File: src/rtl/riscv_pkg.sv
package riscv_pkg;

    localparam int XLEN   = 32;
    localparam int ROM_AW = 12;
    localparam int RAM_AW = 13;

    localparam logic [1:0] MEM_BYTE = 2'd0;
    localparam logic [1:0] MEM_HALF = 2'd1;
    localparam logic [1:0] MEM_WORD = 2'd2;

    localparam logic [4:0] OVER_REG = 5'd26;
    localparam logic [4:0] PASS_REG = 5'd27;

    localparam logic [6:0] OP_LUI    = 7'b0110111;
    localparam logic [6:0] OP_OPIMM  = 7'b0010011;
    localparam logic [6:0] OP_OP     = 7'b0110011;
    localparam logic [6:0] OP_LOAD   = 7'b0000011;
    localparam logic [6:0] OP_STORE  = 7'b0100011;
    localparam logic [6:0] OP_BRANCH = 7'b1100011;
    localparam logic [6:0] OP_JAL    = 7'b1101111;

    typedef union packed {
        struct packed {
            logic [6:0] funct7;
            logic [4:0] rs2;
            logic [4:0] rs1;
            logic [2:0] funct3;
            logic [4:0] rd;
            logic [6:0] opcode;
        } r_view;
        struct packed {
            logic [11:0] imm_11_0;
            logic [4:0]  rs1;
            logic [2:0]  funct3;
            logic [4:0]  rd;
            logic [6:0]  opcode;
        } i_view;
        struct packed {
            logic [6:0] imm_11_5;
            logic [4:0] rs2;
            logic [4:0] rs1;
            logic [2:0] funct3;
            logic [4:0] imm_4_0;
            logic [6:0] opcode;
        } s_view; // branches share this layout.
        struct packed {
            logic [19:0] imm_31_12;
            logic [4:0]  rd;
            logic [6:0]  opcode;
        } u_view; // jal shares this layout.
    } instr_u;

endpackage

File: src/rtl/mem_if.sv
interface mem_bus_if;
    import riscv_pkg::*;

    logic [XLEN-1:0] mem_addr;
    logic [XLEN-1:0] mem_wdata;
    logic [XLEN-1:0] mem_rdata;
    logic [1:0]      mem_type;
    logic            mem_sign; // sign-extend the loaded lane.
    logic            rmem;
    logic            wmem;

    modport core   (output mem_addr, mem_wdata, mem_type, mem_sign, rmem, wmem, input mem_rdata);
    modport bridge (input mem_addr, mem_wdata, mem_type, mem_sign, rmem, wmem, output mem_rdata);
endinterface


File: src/rtl/register_file.sv
module register_file (
    input  logic                       clk,
    input  logic                       reset,
    input  logic [4:0]                 rs1_addr,
    input  logic [4:0]                 rs2_addr,
    input  logic                       rd_we,
    input  logic [4:0]                 rd_addr,
    input  logic [riscv_pkg::XLEN-1:0] rd_data,
    output logic [riscv_pkg::XLEN-1:0] rs1_data,
    output logic [riscv_pkg::XLEN-1:0] rs2_data,
    output logic                       over,
    output logic                       pass
);
    import riscv_pkg::*;

    logic [XLEN-1:0] regs [32];

    always_ff @(posedge clk) begin
        if (reset) begin
            for (int i = 0; i < 32; i++) regs[i] <= '0;
        end else if (rd_we && rd_addr != 5'd0) begin
            regs[rd_addr] <= rd_data;
        end
    end

    assign rs1_data = (rs1_addr == 5'd0) ? '0 : regs[rs1_addr];
    assign rs2_data = (rs2_addr == 5'd0) ? '0 : regs[rs2_addr];

    assign over = regs[OVER_REG][0]; // the testbench watches these two bits.
    assign pass = regs[PASS_REG][0];
endmodule

File: src/rtl/riscv_core.sv
module riscv_core (
    input  logic                         clk,
    input  logic                         reset,
    input  logic [riscv_pkg::XLEN-1:0]   inst_rom,
    output logic [riscv_pkg::ROM_AW-1:0] inst_addr_rom,
    output logic                         over,
    output logic                         pass,
    mem_bus_if.core                      mem
);
    import riscv_pkg::*;

    logic [XLEN-1:0] fetch_pc;
    logic [XLEN-1:0] ex_pc;
    logic            ex_valid;
    logic            load_wait;
    instr_u          ir;
    logic [6:0]      opcode;
    logic [2:0]      funct3;
    logic [XLEN-1:0] imm_i;
    logic [XLEN-1:0] imm_s;
    logic [XLEN-1:0] imm_b;
    logic [XLEN-1:0] imm_j;
    logic [XLEN-1:0] imm_u;
    logic [XLEN-1:0] rs1_data;
    logic [XLEN-1:0] rs2_data;
    logic [XLEN-1:0] alu_b;
    logic [XLEN-1:0] alu_out;
    logic [XLEN-1:0] rd_data;
    logic            rd_we;
    logic            stall;
    logic            take;

    assign ir     = inst_rom; // the ROM output register is the fetch stage.
    assign opcode = ir.r_view.opcode;
    assign funct3 = ir.r_view.funct3;

    assign imm_i = {{20{ir.i_view.imm_11_0[11]}}, ir.i_view.imm_11_0};
    assign imm_s = {{20{ir.s_view.imm_11_5[6]}}, ir.s_view.imm_11_5, ir.s_view.imm_4_0};
    assign imm_b = {{19{ir.s_view.imm_11_5[6]}}, ir.s_view.imm_11_5[6], ir.s_view.imm_4_0[0],
                    ir.s_view.imm_11_5[5:0], ir.s_view.imm_4_0[4:1], 1'b0};
    assign imm_j = {{11{ir.u_view.imm_31_12[19]}}, ir.u_view.imm_31_12[19],
                    ir.u_view.imm_31_12[7:0], ir.u_view.imm_31_12[8],
                    ir.u_view.imm_31_12[18:9], 1'b0};
    assign imm_u = {ir.u_view.imm_31_12, 12'b0};

    register_file register_inst (
        .clk      (clk),
        .reset    (reset),
        .rs1_addr (ir.r_view.rs1),
        .rs2_addr (ir.r_view.rs2),
        .rd_we    (rd_we),
        .rd_addr  (ir.r_view.rd),
        .rd_data  (rd_data),
        .rs1_data (rs1_data),
        .rs2_data (rs2_data),
        .over     (over),
        .pass     (pass)
    );

    assign alu_b = (opcode == OP_OP) ? rs2_data : imm_i;

    always_comb begin
        case (funct3)
            3'b000:  alu_out = (opcode == OP_OP && ir.r_view.funct7[5]) ? rs1_data - alu_b
                                                                          : rs1_data + alu_b;
            3'b010:  alu_out = {{(XLEN-1){1'b0}}, $signed(rs1_data) < $signed(alu_b)};
            3'b100:  alu_out = rs1_data ^ alu_b;
            3'b110:  alu_out = rs1_data | alu_b;
            3'b111:  alu_out = rs1_data & alu_b;
            default: alu_out = '0;
        endcase
    end

    // beq has funct3[0] clear and bne has it set.
    assign take = ex_valid && (opcode == OP_JAL ||
                  (opcode == OP_BRANCH && (funct3[0] ^ (rs1_data == rs2_data))));

    assign stall = ex_valid && opcode == OP_LOAD && !load_wait; // first cycle of a load.

    always_comb begin
        rd_we   = 1'b0;
        rd_data = alu_out;
        if (ex_valid) begin
            case (opcode)
                OP_LUI: begin
                    rd_we   = 1'b1;
                    rd_data = imm_u;
                end
                OP_OPIMM, OP_OP: rd_we = 1'b1;
                OP_JAL: begin
                    rd_we   = 1'b1;
                    rd_data = ex_pc + 32'd4;
                end
                OP_LOAD: begin
                    rd_we   = load_wait; // data returns one cycle after rmem.
                    rd_data = mem.mem_rdata;
                end
                default: rd_we = 1'b0;
            endcase
        end
    end

    assign mem.mem_addr  = rs1_data + ((opcode == OP_STORE) ? imm_s : imm_i);
    assign mem.mem_wdata = rs2_data;
    assign mem.mem_type  = funct3[1:0];
    assign mem.mem_sign  = ~funct3[2];
    assign mem.rmem      = stall;
    assign mem.wmem      = ex_valid && opcode == OP_STORE;

    // re-read the load word so it is still decoded in its second cycle.
    assign inst_addr_rom = stall ? ex_pc[ROM_AW+1:2] : fetch_pc[ROM_AW+1:2];

    always_ff @(posedge clk) begin
        if (reset) begin
            fetch_pc  <= '0;
            ex_pc     <= '0;
            ex_valid  <= 1'b0;
            load_wait <= 1'b0;
        end else if (stall) begin
            load_wait <= 1'b1;
        end else begin
            load_wait <= 1'b0;
            ex_pc     <= fetch_pc;
            if (take) begin
                fetch_pc <= ex_pc + ((opcode == OP_JAL) ? imm_j : imm_b);
                ex_valid <= 1'b0; // drop the word already fetched.
            end else begin
                fetch_pc <= fetch_pc + 32'd4;
                ex_valid <= 1'b1;
            end
        end
    end
endmodule

File: src/flat_wrapper.sv
// flat-port wrapper written by rule: the top's interface ports become plain ports
module riscv_core_flat import riscv_pkg::*;
  (clk, reset, inst_rom, inst_addr_rom, over, pass, mem_mem_addr, mem_mem_wdata, mem_mem_type, mem_mem_sign, mem_rmem, mem_wmem, mem_mem_rdata);
  mem_bus_if mem_i ();
  input  logic clk;
  input  logic reset;
  input  logic [riscv_pkg::XLEN-1:0] inst_rom;
  output logic [riscv_pkg::ROM_AW-1:0] inst_addr_rom;
  output logic over;
  output logic pass;
  output wire logic [$bits(mem_i.mem_addr)-1:0] mem_mem_addr;
  output wire logic [$bits(mem_i.mem_wdata)-1:0] mem_mem_wdata;
  output wire logic [$bits(mem_i.mem_type)-1:0] mem_mem_type;
  output wire logic [$bits(mem_i.mem_sign)-1:0] mem_mem_sign;
  output wire logic [$bits(mem_i.rmem)-1:0] mem_rmem;
  output wire logic [$bits(mem_i.wmem)-1:0] mem_wmem;
  input wire logic [$bits(mem_i.mem_rdata)-1:0] mem_mem_rdata;
  assign mem_mem_addr = mem_i.mem_addr;
  assign mem_mem_wdata = mem_i.mem_wdata;
  assign mem_mem_type = mem_i.mem_type;
  assign mem_mem_sign = mem_i.mem_sign;
  assign mem_rmem = mem_i.rmem;
  assign mem_wmem = mem_i.wmem;
  assign mem_i.mem_rdata = mem_mem_rdata;
  riscv_core u_core (.clk(clk), .reset(reset), .inst_rom(inst_rom), .inst_addr_rom(inst_addr_rom), .over(over), .pass(pass), .mem(mem_i));
endmodule
File: config.mk
export PLATFORM = sky130hd
export DESIGN_NAME = riscv_core_flat
export DESIGN_NICKNAME = d
export VERILOG_FILES = /design/src/rtl/riscv_pkg.sv /design/src/rtl/mem_if.sv /design/src/rtl/register_file.sv /design/src/rtl/riscv_core.sv /design/src/flat_wrapper.sv
export SDC_FILE = /design/constraint.sdc
export NUM_CORES = 2
export LEC_CHECK = 0
export BUFFER_PORTS_ARGS = -buffer_cell sky130_fd_sc_hd__buf_2
export CORE_MARGIN = 5
export CORE_UTILIZATION = 45
export CTS_CLUSTER_DIAMETER = 150
export DETAILED_ROUTE_END_ITERATION = 10
export PLACE_DENSITY_LB_ADDON = 0.1
export SYNTH_ARGS = -nofsm -noshare
export SYNTH_HDL_FRONTEND = slang
export SYNTH_SLANG_ARGS = --single-unit
export TNS_END_PERCENT = 10
File: constraint.sdc
create_clock -name clk -period 14.8 [get_ports clk]
set_input_delay 2.96 -clock clk [delete_from_list [all_inputs] [get_ports clk]]
set_output_delay 2.96 -clock clk [all_outputs]
set_load 0.005 [all_outputs]
==> reports/qor.txt <==
Routed WL: 253,000 um
Overall Global Routing Usage: 32.7%
cts hold-fix bufs: 0
final hold viol count: 0
setup violators final: 0
WL/cell: 34.2 um
Period minus WS final: 12.36 ns
Area Overhead vs Synth: 10.4%
post-route clock period utilization: 83.5%
RR Startpoint: u_core.register_inst.regs[23][25]
hold slack: 0.460 ns
Reg2Reg Capture Point: u_core.register_inst.regs[16][31]
critical path fanouts, max: 67
critical path arrival: 9.40 ns
reg2reg path depth: 18
Hold Path Class: reg2reg
Setup WS post-layout: 2.44 ns
postcts setup bufs: 0
sequential area share after synthesis: 49.1%
EDFF count, synth: 1,024
Synth warnings: 0
post-route ant nets: 0
Cell variety after synth: 101
Final Slew Violations: 0
CTS sink cnt: 1,090
Setup WS pre-CTS: 2.44 ns
starting density of the core: 45.4%
1st-iter DRT viols: 6,744
Final GP Congestion: 0.988
Pwr Density: 111 nW/um^2
unrepaired setup endpoints after global routing: no
synth top area cells: edfxtp_1 47%, mux4_2 19%, nor2_1 7.1%
Synth Register Bits: 1,090
Worst EP required: 11.84 ns
Die W: 391 um
Ports: 149
pin count of the biggest net entering global routing: 96
share of layout cells above drive strength 1: 22.9%
vias in the first global route: 47.5k
outcome: completed
drt drc: 0
wire length on met3: 26,500 um
H-tree Lvls: 3
synthesized area per cell: 12.1 sq um
worst-case clock buffer depth: 3
critical path capture point type: primary output
DR top layer: met5
DP Cell Count: 7,173
Max VDD drop: 0.000103 V
post-synth top area cell: edfxtp_1
async set-or-reset flop fraction in the synthesized netlist: 0%
top_reg_cell synth: edfxtp_1
CTS tree: built
Remaining Overflow, GRT: 0
Slew headroom: 12.1%
CTS Buf Count: 121
met1 wire length: 100,000 um
Rows: 139
hpwl dp: 163,000 um
Worst-Margin Slew: 1.31 ns
post-CTS sizing: 0
drt via density: 6.61
Post-DP Area: 68,400 sq um
Final #Nets: 5,624
first-pass GRT wire length: 357,000 um
Die H: 391 um
final clock skew: 0.0695 ns
Port-buffer cells: 148
CORE AREA: 144,000 sq um
die area: 153,000 sq um
CP endpoint: mem_mem_addr[28]
design area: 72,200 sq um
Post-Syn Area: 65,400 sq um
FMAX: 80.9 MHz
R2R setup slack: 7.79 ns
drt pass-1 iters: 7
Clock transition at path regs: 0.06 ns
CP Class: in2out
latest clock arrival within the worst-skew pair: 0.78 ns
vias: 48.9k
non-filler instance count after layout: 7,399
Static Leak: 0.0251 uW
WL met2: 113,000 um
initial antenna violation count: 7
Syn Inst Count: 5,388
Setup crit start kind: primary input
post-synth top area share: 47.0%
max-cap viol count: 0
TNS Setup: 0 ns
crit path from: inst_rom[15]
clock root buffer: clkbuf_16
[cell type report]
type                       instances  area [sq um]
tap                             1903          2380
fill                           12800         71800
sequential                      1090         32100
multi-input combinational       3725         31400
timing repair buffer             320          2130
clock inverter                    65           589
inverter                         135           508
antenna                            6          15.0
clock buffer                     155          3160
[critical path, stage by stage]
cell and delay [ns]:
buf_8 0.54, buf_4 0.82, mux4_2 0.59, mux4_2 0.47
a22oi_1 0.49, inv_1 0.30, ha_1 0.30, or3_1 0.39
a211oi_1 0.35, o21ai_0 0.13, a21oi_1 0.19, o31ai_1 0.14
a21oi_1 0.48, a2bb2oi_1 0.25, o21ai_0 0.22, a21oi_1 0.21
o21bai_1 0.09, xor2_1 0.14, buf_2 0.13
[routing by layer]
layer  up-vias  GRT usage (%)
met2      2973           50.0
met1     25200           45.9
met3       511           6.64
met5         -              0
li1      20200              -
met4         2           13.9
[metrics by stage]
| step | power, uW | utilization, % |
|---|---|---|
| global route | 8250 | 50.1 |
| CTS | 8010 | 50.1 |
| floorplan | 4530 | - |
| finish | 8000 | 50.1 |
| detailed placement | 5130 | 47.5 |
| global placement | 5120 | 47.5 |
[cells in the mapped netlist (all sizes together) (11+ instances only)]
cell,n
dfxtp,66
and2,25
nand2,299
mux2,71
o21ai,128
a22o,15
nor4,21
xor2,41
mux4,558
a21o,40
clkbuf,345
a31oi,36
nor3,50
o21a,14
nand3,59
a2111oi,16
xnor2,121
mux2i,72
nor2b,31
edfxtp,1024
nand3b,11
o22ai,33
inv,132
buf,124
a222oi,20
and3,21
or3,12
ha,161
a21oi,241
nand2b,52
a211oi,37
o21bai,26
nor2,1242
a221oi,33
a22oi,40
nand4,25
o211ai,14
[flip-flops by register name, indices dropped and copies added, names as in the netlist]
| register | count |
|---|---|
| u_core.register_inst.regs | 1024 |
| u_core.load_wait | 1 |
| u_core.ex_pc | 32 |
| u_core.ex_valid | 1 |
| u_core.fetch_pc | 32 |
[cell families after synthesis]
group                    share of synthesized area, %
multiplexers                                     21.5
adder cells (fa/ha/maj)                          3.25
buffers and inverters                            3.95
flip-flops                                       49.1
XOR/XNOR                                         2.17
AO/OA/AOI/OAI                                    7.96
AND/OR/NAND/NOR                                  12.1
other                                         0.00574
[worst min-delay path by stage]
| stage | startpoint | to | slack, ns | cells after the start |
|---|---|---|---|---|
| 2_1_floorplan | u_core.fetch_pc[0] | u_core.ex_pc[0] | 0.44 | 2 |
| 3_5_place_dp | u_core.fetch_pc[1] | u_core.ex_pc[1] | 0.45 | 2 |
| 6_report | u_core.fetch_pc[1] | u_core.ex_pc[1] | 0.46 | 2 |
| 4_1_cts | u_core.fetch_pc[1] | u_core.ex_pc[1] | 0.46 | 2 |
| 5_1_grt | u_core.fetch_pc[1] | u_core.ex_pc[1] | 0.48 | 2 |
| 3_3_place_gp | u_core.fetch_pc[0] | u_core.ex_pc[0] | 0.44 | 2 |
[cells in the final DEF, fill, tap and decap left out, types with 15 or more instances in the layout]
master     instances
clkbuf_16        121
nor4_1            21
mux2_2            71
nand2b_1          21
edfxtp_1        1024
dfxtp_1           66
clkinv_2          23
nor2_1          1235
nand2_2           32
o21ai_0          125
buf_4            171
conb_1            32
nand2_1          267
a21o_1            40
clkinv_1          29
xnor2_1          121
ha_1             161
o21bai_1          26
nand2b_2          28
mux2i_1           72
nand4_1           25
inv_1            128
xor2_1            41
clkbuf_1          34
nand3_1           59
mux4_2           558
a31oi_1           34
buf_2            140
a221oi_1          30
and2_1            24
nor2b_1           31
a22oi_1           37
a222oi_1          20
a22o_1            15
and3_1            20
a21oi_1          222
o22ai_1           33
a211oi_1          35
nor3_1            44
[where the power goes]
group,internal (uW),switching (uW)
Combinational,562,1010
Sequential,3470,54.5
Clock,1610,1300
No activity file was read; power rests on OpenSTA's default activity.
