**config.mk**
```make
export PLATFORM = sky130hd
export DESIGN_NAME = ram_interface_flat
export DESIGN_NICKNAME = d
export VERILOG_FILES = /design/src/rtl/riscv_pkg.sv /design/src/rtl/mem_if.sv /design/src/rtl/ram.sv /design/src/rtl/ram_interface.sv /design/src/flat_wrapper.sv
export SDC_FILE = /design/constraint.sdc
export NUM_CORES = 1
export LEC_CHECK = 0
export ABC_CLOCK_PERIOD_IN_PS = 2100
export BUFFER_PORTS_ARGS = -buffer_cell sky130_fd_sc_hd__clkbuf_2
export CAP_MARGIN = 20
export CORE_MARGIN = 8
export CORE_UTILIZATION = 33
export DETAILED_ROUTE_END_ITERATION = 7
export MAX_ROUTING_LAYER = met4
export PLACE_DENSITY = 0.82
export SLEW_MARGIN = 15
export SYNTH_ARGS = -nofsm -noshare
export SYNTH_HDL_FRONTEND = slang
export SYNTH_SLANG_ARGS = --single-unit
```
**constraint.sdc**
```tcl
create_clock -name clk -period 2.1 [get_ports clk]
set_clock_uncertainty 0.1 [all_clocks]
set_input_delay 0.21 -clock clk [delete_from_list [all_inputs] [get_ports clk]]
set_output_delay 0.21 -clock clk [all_outputs]
set_load 0.005 [all_outputs]
```
**src/rtl/riscv_pkg.sv**
```systemverilog
package riscv_pkg;

    localparam int XLEN   = 32;
    localparam int ROM_AW = 12;
    localparam int RAM_AW = 13;

    localparam logic [1:0] MEM_BYTE = 2'd0;
    localparam logic [1:0] MEM_HALF = 2'd1;
    localparam logic [1:0] MEM_WORD = 2'd2;

    localparam logic [4:0] OVER_REG = 5'd26;
    localparam logic [4:0] PASS_REG = 5'd27;

    localparam logic [6:0] OP_LUI    = 7'b0110111;
    localparam logic [6:0] OP_OPIMM  = 7'b0010011;
    localparam logic [6:0] OP_OP     = 7'b0110011;
    localparam logic [6:0] OP_LOAD   = 7'b0000011;
    localparam logic [6:0] OP_STORE  = 7'b0100011;
    localparam logic [6:0] OP_BRANCH = 7'b1100011;
    localparam logic [6:0] OP_JAL    = 7'b1101111;

    typedef union packed {
        struct packed {
            logic [6:0] funct7;
            logic [4:0] rs2;
            logic [4:0] rs1;
            logic [2:0] funct3;
            logic [4:0] rd;
            logic [6:0] opcode;
        } r_view;
        struct packed {
            logic [11:0] imm_11_0;
            logic [4:0]  rs1;
            logic [2:0]  funct3;
            logic [4:0]  rd;
            logic [6:0]  opcode;
        } i_view;
        struct packed {
            logic [6:0] imm_11_5;
            logic [4:0] rs2;
            logic [4:0] rs1;
            logic [2:0] funct3;
            logic [4:0] imm_4_0;
            logic [6:0] opcode;
        } s_view; // branches share this layout.
        struct packed {
            logic [19:0] imm_31_12;
            logic [4:0]  rd;
            logic [6:0]  opcode;
        } u_view; // jal shares this layout.
    } instr_u;

endpackage

```
**src/rtl/mem_if.sv**
```systemverilog
interface mem_bus_if;
    import riscv_pkg::*;

    logic [XLEN-1:0] mem_addr;
    logic [XLEN-1:0] mem_wdata;
    logic [XLEN-1:0] mem_rdata;
    logic [1:0]      mem_type;
    logic            mem_sign; // sign-extend the loaded lane.
    logic            rmem;
    logic            wmem;

    modport core   (output mem_addr, mem_wdata, mem_type, mem_sign, rmem, wmem, input mem_rdata);
    modport bridge (input mem_addr, mem_wdata, mem_type, mem_sign, rmem, wmem, output mem_rdata);
endinterface

interface ram_port_if;
    import riscv_pkg::*;

    logic [3:0]      wen; // one enable per byte lane.
    logic [XLEN-1:0] addr;
    logic [XLEN-1:0] w_data;
    logic            ren;
    logic [XLEN-1:0] r_data;

    modport bridge (output wen, addr, w_data, ren, input r_data);
    modport ram    (input wen, addr, w_data, ren, output r_data);
endinterface

```
**src/rtl/ram.sv**
```systemverilog
module ram #(
    parameter int MEM_NUM = 2 ** riscv_pkg::RAM_AW
) (
    input logic  clk,
    ram_port_if.ram ram
);
    import riscv_pkg::*;

    logic [XLEN-1:0]   mem [MEM_NUM];
    logic [RAM_AW-1:0] idx;

    assign idx = ram.addr[RAM_AW+1:2]; // byte address to word index.

    always_ff @(posedge clk) begin
        for (int i = 0; i < 4; i++) begin
            if (ram.wen[i]) begin
                mem[idx][8*i +: 8] <= ram.w_data[8*i +: 8];
            end
        end
        if (ram.ren) begin
            ram.r_data <= mem[idx]; // old data on a same-cycle write.
        end
    end
endmodule

```
**src/rtl/ram_interface.sv**
```systemverilog
module ram_interface (
    input  logic       clk,
    input  logic       reset,
    mem_bus_if.bridge  mem,
    ram_port_if.bridge ram
);
    import riscv_pkg::*;

    logic [1:0]  off;
    logic [3:0]  lanes;
    logic [1:0]  ld_type;
    logic        ld_sign;
    logic [1:0]  ld_off;
    logic [7:0]  ld_byte;
    logic [15:0] ld_half;

    assign off = mem.mem_addr[1:0];

    always_comb begin
        case (mem.mem_type)
            MEM_BYTE: begin
                lanes      = 4'b0001 << off;
                ram.w_data = {4{mem.mem_wdata[7:0]}};
            end
            MEM_HALF: begin
                lanes      = off[1] ? 4'b1100 : 4'b0011;
                ram.w_data = {2{mem.mem_wdata[15:0]}};
            end
            default: begin
                lanes      = 4'b1111;
                ram.w_data = mem.mem_wdata;
            end
        endcase
    end

    assign ram.wen  = mem.wmem ? lanes : 4'b0000;
    assign ram.addr = mem.mem_addr;
    assign ram.ren  = mem.rmem;

    // the RAM answers next cycle, so keep what the load asked for.
    always_ff @(posedge clk) begin
        if (reset) begin
            ld_type <= MEM_WORD;
            ld_sign <= 1'b0;
            ld_off  <= 2'd0;
        end else if (mem.rmem) begin
            ld_type <= mem.mem_type;
            ld_sign <= mem.mem_sign;
            ld_off  <= off;
        end
    end

    assign ld_byte = ram.r_data[{ld_off, 3'b000} +: 8];
    assign ld_half = ld_off[1] ? ram.r_data[31:16] : ram.r_data[15:0];

    always_comb begin
        case (ld_type)
            MEM_BYTE: mem.mem_rdata = {{24{ld_sign & ld_byte[7]}}, ld_byte};
            MEM_HALF: mem.mem_rdata = {{16{ld_sign & ld_half[15]}}, ld_half};
            default:  mem.mem_rdata = ram.r_data;
        endcase
    end
endmodule

```
**src/flat_wrapper.sv**
```systemverilog
// flat-port wrapper written by rule: the top's interface ports become plain ports
module ram_interface_flat import riscv_pkg::*;
  (clk, reset, mem_mem_addr, mem_mem_wdata, mem_mem_type, mem_mem_sign, mem_rmem, mem_wmem, mem_mem_rdata, ram_wen, ram_addr, ram_w_data, ram_ren, ram_r_data);
  mem_bus_if mem_i ();
  ram_port_if ram_i ();
  input  logic clk;
  input  logic reset;
  input wire logic [$bits(mem_i.mem_addr)-1:0] mem_mem_addr;
  input wire logic [$bits(mem_i.mem_wdata)-1:0] mem_mem_wdata;
  input wire logic [$bits(mem_i.mem_type)-1:0] mem_mem_type;
  input wire logic [$bits(mem_i.mem_sign)-1:0] mem_mem_sign;
  input wire logic [$bits(mem_i.rmem)-1:0] mem_rmem;
  input wire logic [$bits(mem_i.wmem)-1:0] mem_wmem;
  output wire logic [$bits(mem_i.mem_rdata)-1:0] mem_mem_rdata;
  output wire logic [$bits(ram_i.wen)-1:0] ram_wen;
  output wire logic [$bits(ram_i.addr)-1:0] ram_addr;
  output wire logic [$bits(ram_i.w_data)-1:0] ram_w_data;
  output wire logic [$bits(ram_i.ren)-1:0] ram_ren;
  input wire logic [$bits(ram_i.r_data)-1:0] ram_r_data;
  assign mem_i.mem_addr = mem_mem_addr;
  assign mem_i.mem_wdata = mem_mem_wdata;
  assign mem_i.mem_type = mem_mem_type;
  assign mem_i.mem_sign = mem_mem_sign;
  assign mem_i.rmem = mem_rmem;
  assign mem_i.wmem = mem_wmem;
  assign mem_mem_rdata = mem_i.mem_rdata;
  assign ram_wen = ram_i.wen;
  assign ram_addr = ram_i.addr;
  assign ram_w_data = ram_i.w_data;
  assign ram_ren = ram_i.ren;
  assign ram_i.r_data = ram_r_data;
  ram_interface u_core (.clk(clk), .reset(reset), .mem(mem_i), .ram(ram_i));
endmodule
```
==> results of run 1 <==
-- final cells by class --
class / count / area [sq um] / share of cell area, %
clock buffer: 4 / 45.0 / 2.08
inverter: 2 / 7.51 / 0.347
multi-input combinational: 143 / 1120 / 51.9
sequential: 5 / 101 / 4.69
tap: 67 / 83.8 / 3.88
timing repair buffer: 153 / 803 / 37.2
-- cells in the final DEF, fill, tap and decap left out, types with 2 or more instances in the layout --
cell	n
buf_4	9
nor2b_1	3
nand2b_1	2
a221o_1	16
o21a_1	2
and4b_1	8
clkbuf_2	143
clkbuf_8	3
mux2_2	23
mux2i_1	12
o21ai_0	14
dfxtp_1	4
nor2_1	9
a22o_1	8
nand2_1	24
a21oi_1	2
o21ai_1	10
-- routing by layer --
metal / part of all wire (%) / global-route usage, %
met1: 38 / 16.6
met2: 50 / 29.2
met3: 10 / 5.54
met4: 1.7 / 6.05
met5: 0 / -
-- registers in the layout, summed over array words and instances (netlist names) --
name / cells
u_core.ld_type: 2
u_core.ld_off: 2
u_core.ld_sign: 1
-- Yosys cell counts (2+ instances only) --
master,n,area share (%)
a21oi_1,2,0.62
a221o_1,16,9.9
a22o_1,8,4.3
and4b_1,8,4.9
buf_2,5,1.5
buf_4,42,19
buf_6,2,1.4
clkbuf_1,7,1.6
dfxtp_1,5,6.2
mux2_2,23,16
mux2i_1,12,7.4
nand2_1,24,5.6
nand2b_1,3,1.2
nor2_1,10,2.3
nor2b_1,4,1.5
o21a_1,2,0.93
o21ai_0,14,4.3
o21ai_1,10,3.1
-- power groups by stage --
stage / Sequential (mW) / Combinational, mW / Clock, mW
after floorplan: 0.106 / 0.297 / 0
after global placement: 0.111 / 0.451 / 0
after detailed placement: 0.112 / 0.459 / 0
after CTS: 0.111 / 0.475 / 0.183
after global routing: 0.113 / 0.513 / 0.185
final: 0.111 / 0.469 / 0.178
-- cell families (layout without fill, tap and decap cells) --
logic type / count (synthesis) / after routing / share of synthesized area [%]
buffers and inverters: 60 / 159 / 25.2
flip-flops: 5 / 5 / 6.18
AND/OR/NAND/NOR: 50 / 50 / 16.7
multiplexers: 39 / 39 / 27.8
AO/OA/AOI/OAI: 54 / 54 / 24.2
-- metrics by stage --
stage / instances / util (%) / setup WS (ps)
final: 374 / 45.8 / 40.3
after global routing: 374 / 45.8 / 1.37
after CTS: 374 / 45.7 / 35.6
after detailed placement: 368 / 44.0 / 162
after global placement: 368 / 44.0 / 253
after floorplan: 208 / - / 489
-- worst min-delay path by stage --
stage                                 from                            end  slack (ps)  cells past startpoint
after floorplan                      reset  u_core.ld_off[0]$_SDFFE_PP0P_         180                      1
after global placement    mem_mem_addr[15]                   ram_addr[15]         320                      0
after detailed placement  mem_mem_addr[15]                   ram_addr[15]         320                      0
after CTS                            reset  u_core.ld_off[1]$_SDFFE_PP0P_         120                      2
after global routing                 reset  u_core.ld_off[1]$_SDFFE_PP0P_         130                      2
final                                reset  u_core.ld_off[1]$_SDFFE_PP0P_         110                      2
-- critical path, stage by stage, from the launching register on --
cell      delay (ps)
dfxtp_1          410
mux4_2           520
nor3b_4          190
a221o_1          290
clkbuf_2         120
-- repair_timing --
item	CTS	global route
endpoints found under the setup margin	19	8
endpoints found under the hold margin	0	0
hold buffers	0	0
gates resized for setup	3	2
setup buffers	2	0
==> flow_metrics.tcl, run 1 <==
set metrics [dict create \
    ys_warn_count 0 \
    rr_worst_depth 2 \
    io_buffer_count 143 \
    rsz0062_at_grt "false" \
    start_util_pct 34.3 \
    first_global_vias 2006 \
    r2r-end "u_core.ld_type[1]$_SDFFE_PP1P_" \
    dp_hpwl_microns 5370 \
    synthArstFlopShare_pct 0 \
    reg2reg_from "u_core.ld_type[1]$_SDFFE_PP1P_" \
    power_switching_mw 0.274 \
    setup_viol 0 \
    first_iter_violations 63 \
    cp_max_fo 8 \
    final.min_clock_period_ps 2060 \
    ios 204 \
    drive_gt1_share_pct 61.6 \
    timing.fmax_mhz 486 \
    p_per_area_mw_per_mm2 351 \
    slew_violations 0 \
    post-route-cell-area_sq_mm 0.00216 \
    clockRootBuffer "clkbuf_8" \
    crit_end "mem_mem_rdata[10]" \
    synth_edf_count 0 \
    numCtsBuffers 3 \
    syn_inst 208 \
    grt_max_degree 18 \
    p_leak_nw 1.18 \
    syn2layout_area_growth_pct 33.4 \
    p_total_mw 0.758 \
    drc 0 \
    grt_pass1_wl_microns 9720 \
    place_congestion 0.866 \
    max_cap_viol_count 0 \
    drt-pass1-iter-count 4 \
    power.share.sequential_pct 14.6 \
    dieArea_sq_mm 0.00741 \
    synth_cell_type_count 29 \
    fillers 473 \
    combinationalPowerShare_pct 61.8 \
    fin_crit_sh_pct 98.1 \
    hp-class "in2reg" \
    cts-htree-levels 1 \
    tns_ps 0 \
    grt_usage_pct 16.6 \
    wl_per_cell_microns 16.7 \
    viasPerCell 5.15 \
    ff2ff_setup_slack_ps 1160 \
    path_class "reg2out" \
    ys.flop_type "dfxtp_1" \
    syn_area_sq_mm 0.00162 \
    tightest_slew_ps 406 \
    critPathLaunch "u_core.ld_off[0]$_SDFFE_PP0P_" \
    die_h_microns 86.1 \
    cts_tree "done" \
    synth.net_count 311 \
    drtAntennaViolNets 0 \
    yosysSeqAreaShare_pct 6.18 \
    start_kind "flip-flop" \
    timing.hold.ws_ps 113 \
    cts_max_path_buffers 2 \
    place_area_sq_mm 0.00208 \
    slew_headroom_pct 72.9 \
    drt_wl_total_microns 6240 \
    gr-total-overflow 0 \
    avgSynthCellArea_sq_um 7.79 \
    p_int_mw 0.485 \
    antenna_cells 0 \
    cts.sinks 5 \
    clkLatencyLatePin_ps 220 \
    cp_data_required_time_ps 1790 \
    clk_pin_slew_ps 40 \
    vdd_drop_max_v 0.000121 \
    placement_rows 25 \
    antenna_found_initial 0 \
    p_clk_share_pct 23.5 \
    switching_share_pct 36.1 \
    ys_ff_latch 5 \
    status "finished clean" \
    num_vias 1927 \
    core_sq_mm 0.00472 \
    hold_viol 0 \
    die_w_microns 86.1 \
    critPathArrivalTime_ps 1750 \
    nets 411 \
    endpoint_kind "primary output" \
]
(Power assumes the default switching activity.)
==> inputs of run 2 (changes only) <==
Settings changed: GPL_TIMING_DRIVEN set to 0.
==> flow_metrics.tcl, run 2 (synthesis gave the netlist of run 1 again) <==
set metrics [dict create \
    post_cts_buffers 0 \
    cp_data_required_time_ps 1790 \
    antenna_cells 0 \
    rr_worst_depth 4 \
    endpoint_kind "primary output" \
    status "finished clean" \
    syn2layout_area_growth_pct 61.9 \
    reg2reg_from "u_core.ld_type[1]$_SDFFE_PP1P_" \
    final.min_clock_period_ps 2030 \
    grt_pass1_wl_microns 11600 \
    clockRootBuffer "clkbuf_8" \
    io_buffer_count 172 \
    placement_rows 25 \
    max_cap_viol_count 0 \
    gr-total-overflow 0 \
    drt-pass1-iter-count 5 \
    drc 0 \
    drive_gt1_share_pct 66.9 \
    switching_share_pct 35.9 \
    p_int_mw 0.544 \
    r2r-end "u_core.ld_type[1]$_SDFFE_PP1P_" \
    wl_per_cell_microns 16.7 \
    antenna_found_initial 0 \
    tns_ps 0 \
    first_global_vias 2376 \
    combinationalPowerShare_pct 66.6 \
    timing.fmax_mhz 493 \
    cp_max_fo 10 \
    fin_cells 451 \
    setup_slack_ps 71.8 \
    p_leak_nw 1.50 \
    path_class "reg2out" \
    power_switching_mw 0.304 \
    die_h_microns 86.1 \
    start_kind "flip-flop" \
    clk_pin_slew_ps 30 \
    setup_viol 0 \
    critPathArrivalTime_ps 1720 \
    place_congestion 0.859 \
    vdd_drop_max_v 0.000174 \
    p_per_area_mw_per_mm2 324 \
    ff2ff_setup_slack_ps 880 \
    cts.sinks 5 \
    reg_top3 "u_core.ld_off x2, u_core.ld_type x2, u_core.ld_sign x1" \
    first_iter_violations 73 \
    final_cell_mix "clkbuf_2 (174), buf_4 (41), nand2_1 (24), mux2_2 (23), a221o_1 (16)" \
    cts_tree "done" \
    tightest_slew_ps 689 \
    hp-class "in2reg" \
    layout_commonest_cell "clkbuf_2" \
    core_sq_mm 0.00472 \
    grt_usage_pct 20.0 \
    dieArea_sq_mm 0.00741 \
    hold-path-endpoint "u_core.ld_off[0]$_SDFFE_PP0P_" \
    drt_wl_total_microns 7540 \
    ios 204 \
    drtAntennaViolNets 0 \
    holdPathStages 2 \
    slew_headroom_pct 53.9 \
    nets 488 \
    numCtsBuffers 3 \
    cts_max_path_buffers 2 \
    cts-htree-levels 1 \
    place_inst 447 \
    dp_hpwl_microns 6540 \
    die_w_microns 86.1 \
    hold_start "reset" \
    timing.hold.ws_ps 112 \
    p_clk_share_pct 20.8 \
    slew_violations 0 \
    rsz0062_at_grt "false" \
    grt_max_degree 11 \
    clkLatencyLatePin_ps 220 \
    start_util_pct 34.3 \
    num_vias 2268 \
    fin_crit_sh_pct 96.6 \
    viasPerCell 5.03 \
    pre_cts_ws_ps 275 \
    hold_viol 0 \
    power.share.sequential_pct 12.5 \
]
==> run 2: worst max path at each step <==
| stage | from | end | slack, ps | cells past startpoint |
|---|---|---|---|---|
| floorplan | u_core.ld_off[0]$_SDFFE_PP0P_ | mem_mem_rdata[10] | 490 | 3 |
| global placement | u_core.ld_off[0]$_SDFFE_PP0P_ | mem_mem_rdata[0] | 290 | 5 |
| detailed placement | u_core.ld_off[0]$_SDFFE_PP0P_ | mem_mem_rdata[15] | 270 | 4 |
| CTS | u_core.ld_off[0]$_SDFFE_PP0P_ | mem_mem_rdata[15] | 30 | 4 |
| global route | u_core.ld_off[1]$_SDFFE_PP0P_ | mem_mem_rdata[6] | 3 | 5 |
| finish | u_core.ld_off[1]$_SDFFE_PP0P_ | mem_mem_rdata[6] | 70 | 5 |
==> run 2: timing repair <==
item,CTS,global route
hold buffers,0,0
gates resized for setup,0,8
setup endpoints to repair,0,27
==> run 2: area by class of cell <==
type	count	area, sq um
multi-input cells	143	1110
well taps	67	83.8
clock buffers	4	45.0
fillers	462	2100
plain buffers	58	409
flip-flops and latches	5	101
repair buffers	172	861
inverters	2	7.51
==> run 2: through the flow <==
| stage | util (%) | area [sq um] | power [mW] |
|---|---|---|---|
| final | 55.5 | 2620 | 0.849 |
| after global routing | 55.5 | 2620 | 0.918 |
| after CTS | 55.3 | 2610 | 0.855 |
| after detailed placement | 54.3 | 2560 | 0.673 |
| after global placement | 54.3 | 2560 | 0.663 |
| after floorplan | - | 1620 | 0.403 |
==> run 2: metal layers <==
layer  vias up  part of all wire (%)  wire length [microns]  global-route usage [%]
met5         -                     0                      0                       -
met4         0                   1.4                    108                    5.73
met3        10                   9.6                    720                    5.73
met2       156                    53                   3960                    37.6
met1      1023                    36                   2750                    19.2
li1       1079                     -                      -                       -
==> run 2: power groups by stage <==
stage                     Sequential (mW)  Clock, mW  Combinational, mW
after global placement              0.107          0              0.556
after floorplan                     0.106          0              0.297
after global routing                0.107      0.193              0.617
after CTS                           0.106      0.182              0.567
after detailed placement            0.107          0              0.565
final                               0.106      0.177              0.566
==> run 2: critical path, cell delays in order, from the launching register on <==
cell      delay, ps
dfxtp_1         360
buf_6           180
clkbuf_4        210
mux2_1          330
a221o_1         300
clkbuf_2        120
==> inputs of run 3 (changes only) <==
Settings changed: BUFFER_PORTS_ARGS -buffer_cell sky130_fd_sc_hd__clkbuf_2 to -buffer_cell sky130_fd_sc_hd__buf_2, CORE_ASPECT_RATIO set to 1.1.
==> flow_metrics.tcl, run 3 (synthesis gave the netlist of run 1 again) <==
set metrics [dict create \
    hold_start "reset" \
    timing.fmax_mhz 495 \
    p_per_area_mw_per_mm2 325 \
    clk_pin_slew_ps 30 \
    endpoint_kind "primary output" \
    power_switching_mw 0.302 \
    critPathArrivalTime_ps 1710 \
    slew_headroom_pct 56.7 \
    ff2ff_setup_slack_ps 850 \
    placement_rows 26 \
    cp_data_required_time_ps 1790 \
    die_h_microns 89.5 \
    max_cap_viol_count 0 \
    cpLargestDelayFamily "buffers and inverters" \
    ios 204 \
    cts-htree-levels 1 \
    slew_violations 0 \
    final_cell_mix "buf_2 (176), buf_4 (43), nand2_1 (24), mux2_2 (23), a221o_1 (16)" \
    cts.sinks 5 \
    antenna_cells 0 \
    path_cells "buf_6, clkbuf_4, mux2_1, a221o_1, buf_2" \
    cts_tree "done" \
    die_w_microns 82.8 \
    setup_slack_ps 77.9 \
    pre_cts_ws_ps 263 \
    clkLatencyLatePin_ps 220 \
    tns_ps 0 \
    cts_max_path_buffers 2 \
    holdPathStages 2 \
    cp_max_fo 10 \
    drc 0 \
    nets 489 \
    antenna_found_initial 0 \
    drive_gt1_share_pct 67.3 \
    gr-total-overflow 0 \
    slowest_stage "dfxtp_1" \
    start_util_pct 34.6 \
    core_sq_mm 0.00468 \
    drt-pass1-iter-count 4 \
    switching_share_pct 35.5 \
    grt_usage_pct 19.4 \
    rr_worst_depth 4 \
    first_iter_violations 67 \
    hold-path-endpoint "u_core.ld_off[0]$_SDFFE_PP0P_" \
    r2r-end "u_core.ld_type[1]$_SDFFE_PP1P_" \
    power.share.sequential_pct 12.5 \
    vdd_drop_max_v 0.000179 \
    grt_pass1_wl_microns 11600 \
    tightest_slew_ps 647 \
    max_stage_delay_ps 360 \
    p_clk_share_pct 21.0 \
    clockRootBuffer "clkbuf_8" \
    io_buffer_count 172 \
    ctsHoldBuffers 0 \
    dieArea_sq_mm 0.00741 \
    syn2layout_area_growth_pct 61.3 \
    crit_buf_inv 3 \
    reg2reg_from "u_core.ld_type[1]$_SDFFE_PP1P_" \
    drt_wl_total_microns 7610 \
    wl_per_cell_microns 17.3 \
    combinationalPowerShare_pct 66.5 \
    post-route-cell-area_sq_mm 0.00261 \
    drtAntennaViolNets 0 \
    fin_crit_sh_pct 96.3 \
    num_vias 2236 \
    layout_commonest_cell "buf_2" \
    setup_viol 0 \
    final.min_clock_period_ps 2020 \
    rsz0062_at_grt "false" \
    first_global_vias 2314 \
    grt_max_degree 11 \
    viasPerCell 5.07 \
    dp_hpwl_microns 6590 \
    start_kind "flip-flop" \
    hp-class "in2reg" \
    status "finished clean" \
    reg_top3 "u_core.ld_off x2, u_core.ld_type x2, u_core.ld_sign x1" \
    numCtsBuffers 3 \
    place_congestion 0.790 \
    p_int_mw 0.547 \
    p_leak_nw 1.48 \
    p_total_mw 0.849 \
    place_area_sq_mm 0.00255 \
    hold_viol 0 \
    timing.hold.ws_ps 107 \
    path_class "reg2out" \
]
## run 3: worst register-to-register path: cells and delay by family (launching register included)
| family | cells | cell delay (ps) |
|---|---|---|
| buf+inv | 2 | 380 |
| flops | 1 | 280 |
| compound gates | 1 | 230 |
| simple gates | 1 | 150 |
## run 3: what timing repair did
action,in CTS,in global routing
resized for setup,0,9
buffers inserted,0,1
endpoints found under the setup margin,0,28
## run 3: metal layers
layer  vias up  GRT usage, %  share of wire [%]
met5         -             -                  0
met1       999          18.9                 35
met4         0          6.39                1.9
met2       145          35.4                 52
met3        12          7.02                 11
li1       1080             -                  -
## run 3: cell type report
type / count / area, sq um
Buffer: 58 / 407
Clock buffer: 4 / 45.0
Fill cell: 457 / 2070
Inverter: 2 / 7.51
Multi-Input combinational cell: 143 / 1110
Sequential cell: 5 / 101
Tap cell: 56 / 70.1
Timing Repair Buffer: 173 / 868
## run 3: power by group through the flow
stage               Clock, mW  Sequential, mW  Combinational, mW
floorplan                   0           0.106              0.297
global placement            0           0.107              0.554
detailed placement          0           0.107              0.563
CTS                     0.185           0.106              0.564
global route            0.191           0.107              0.618
finish                  0.178           0.106              0.564
## run 3: through the flow
step / std cells / util [%]
after floorplan: 208 / -
after global placement: 436 / 54.5
after detailed placement: 436 / 54.5
after CTS: 440 / 55.4
after global routing: 441 / 55.8
final: 441 / 55.8
## run 3: worst max-delay path by stage
| stage | startpoint | endpoint | slack [ps] | depth (start not counted) |
|---|---|---|---|---|
| final | u_core.ld_off[1]$_SDFFE_PP0P_ | mem_mem_rdata[6] | 80 | 5 |
| after global routing | u_core.ld_off[1]$_SDFFE_PP0P_ | mem_mem_rdata[6] | 20 | 5 |
| after CTS | u_core.ld_off[1]$_SDFFE_PP0P_ | mem_mem_rdata[29] | 20 | 6 |
| after detailed placement | u_core.ld_off[1]$_SDFFE_PP0P_ | mem_mem_rdata[29] | 260 | 6 |
| after global placement | u_core.ld_off[1]$_SDFFE_PP0P_ | mem_mem_rdata[31] | 280 | 6 |
| after floorplan | u_core.ld_off[0]$_SDFFE_PP0P_ | mem_mem_rdata[10] | 490 | 3 |
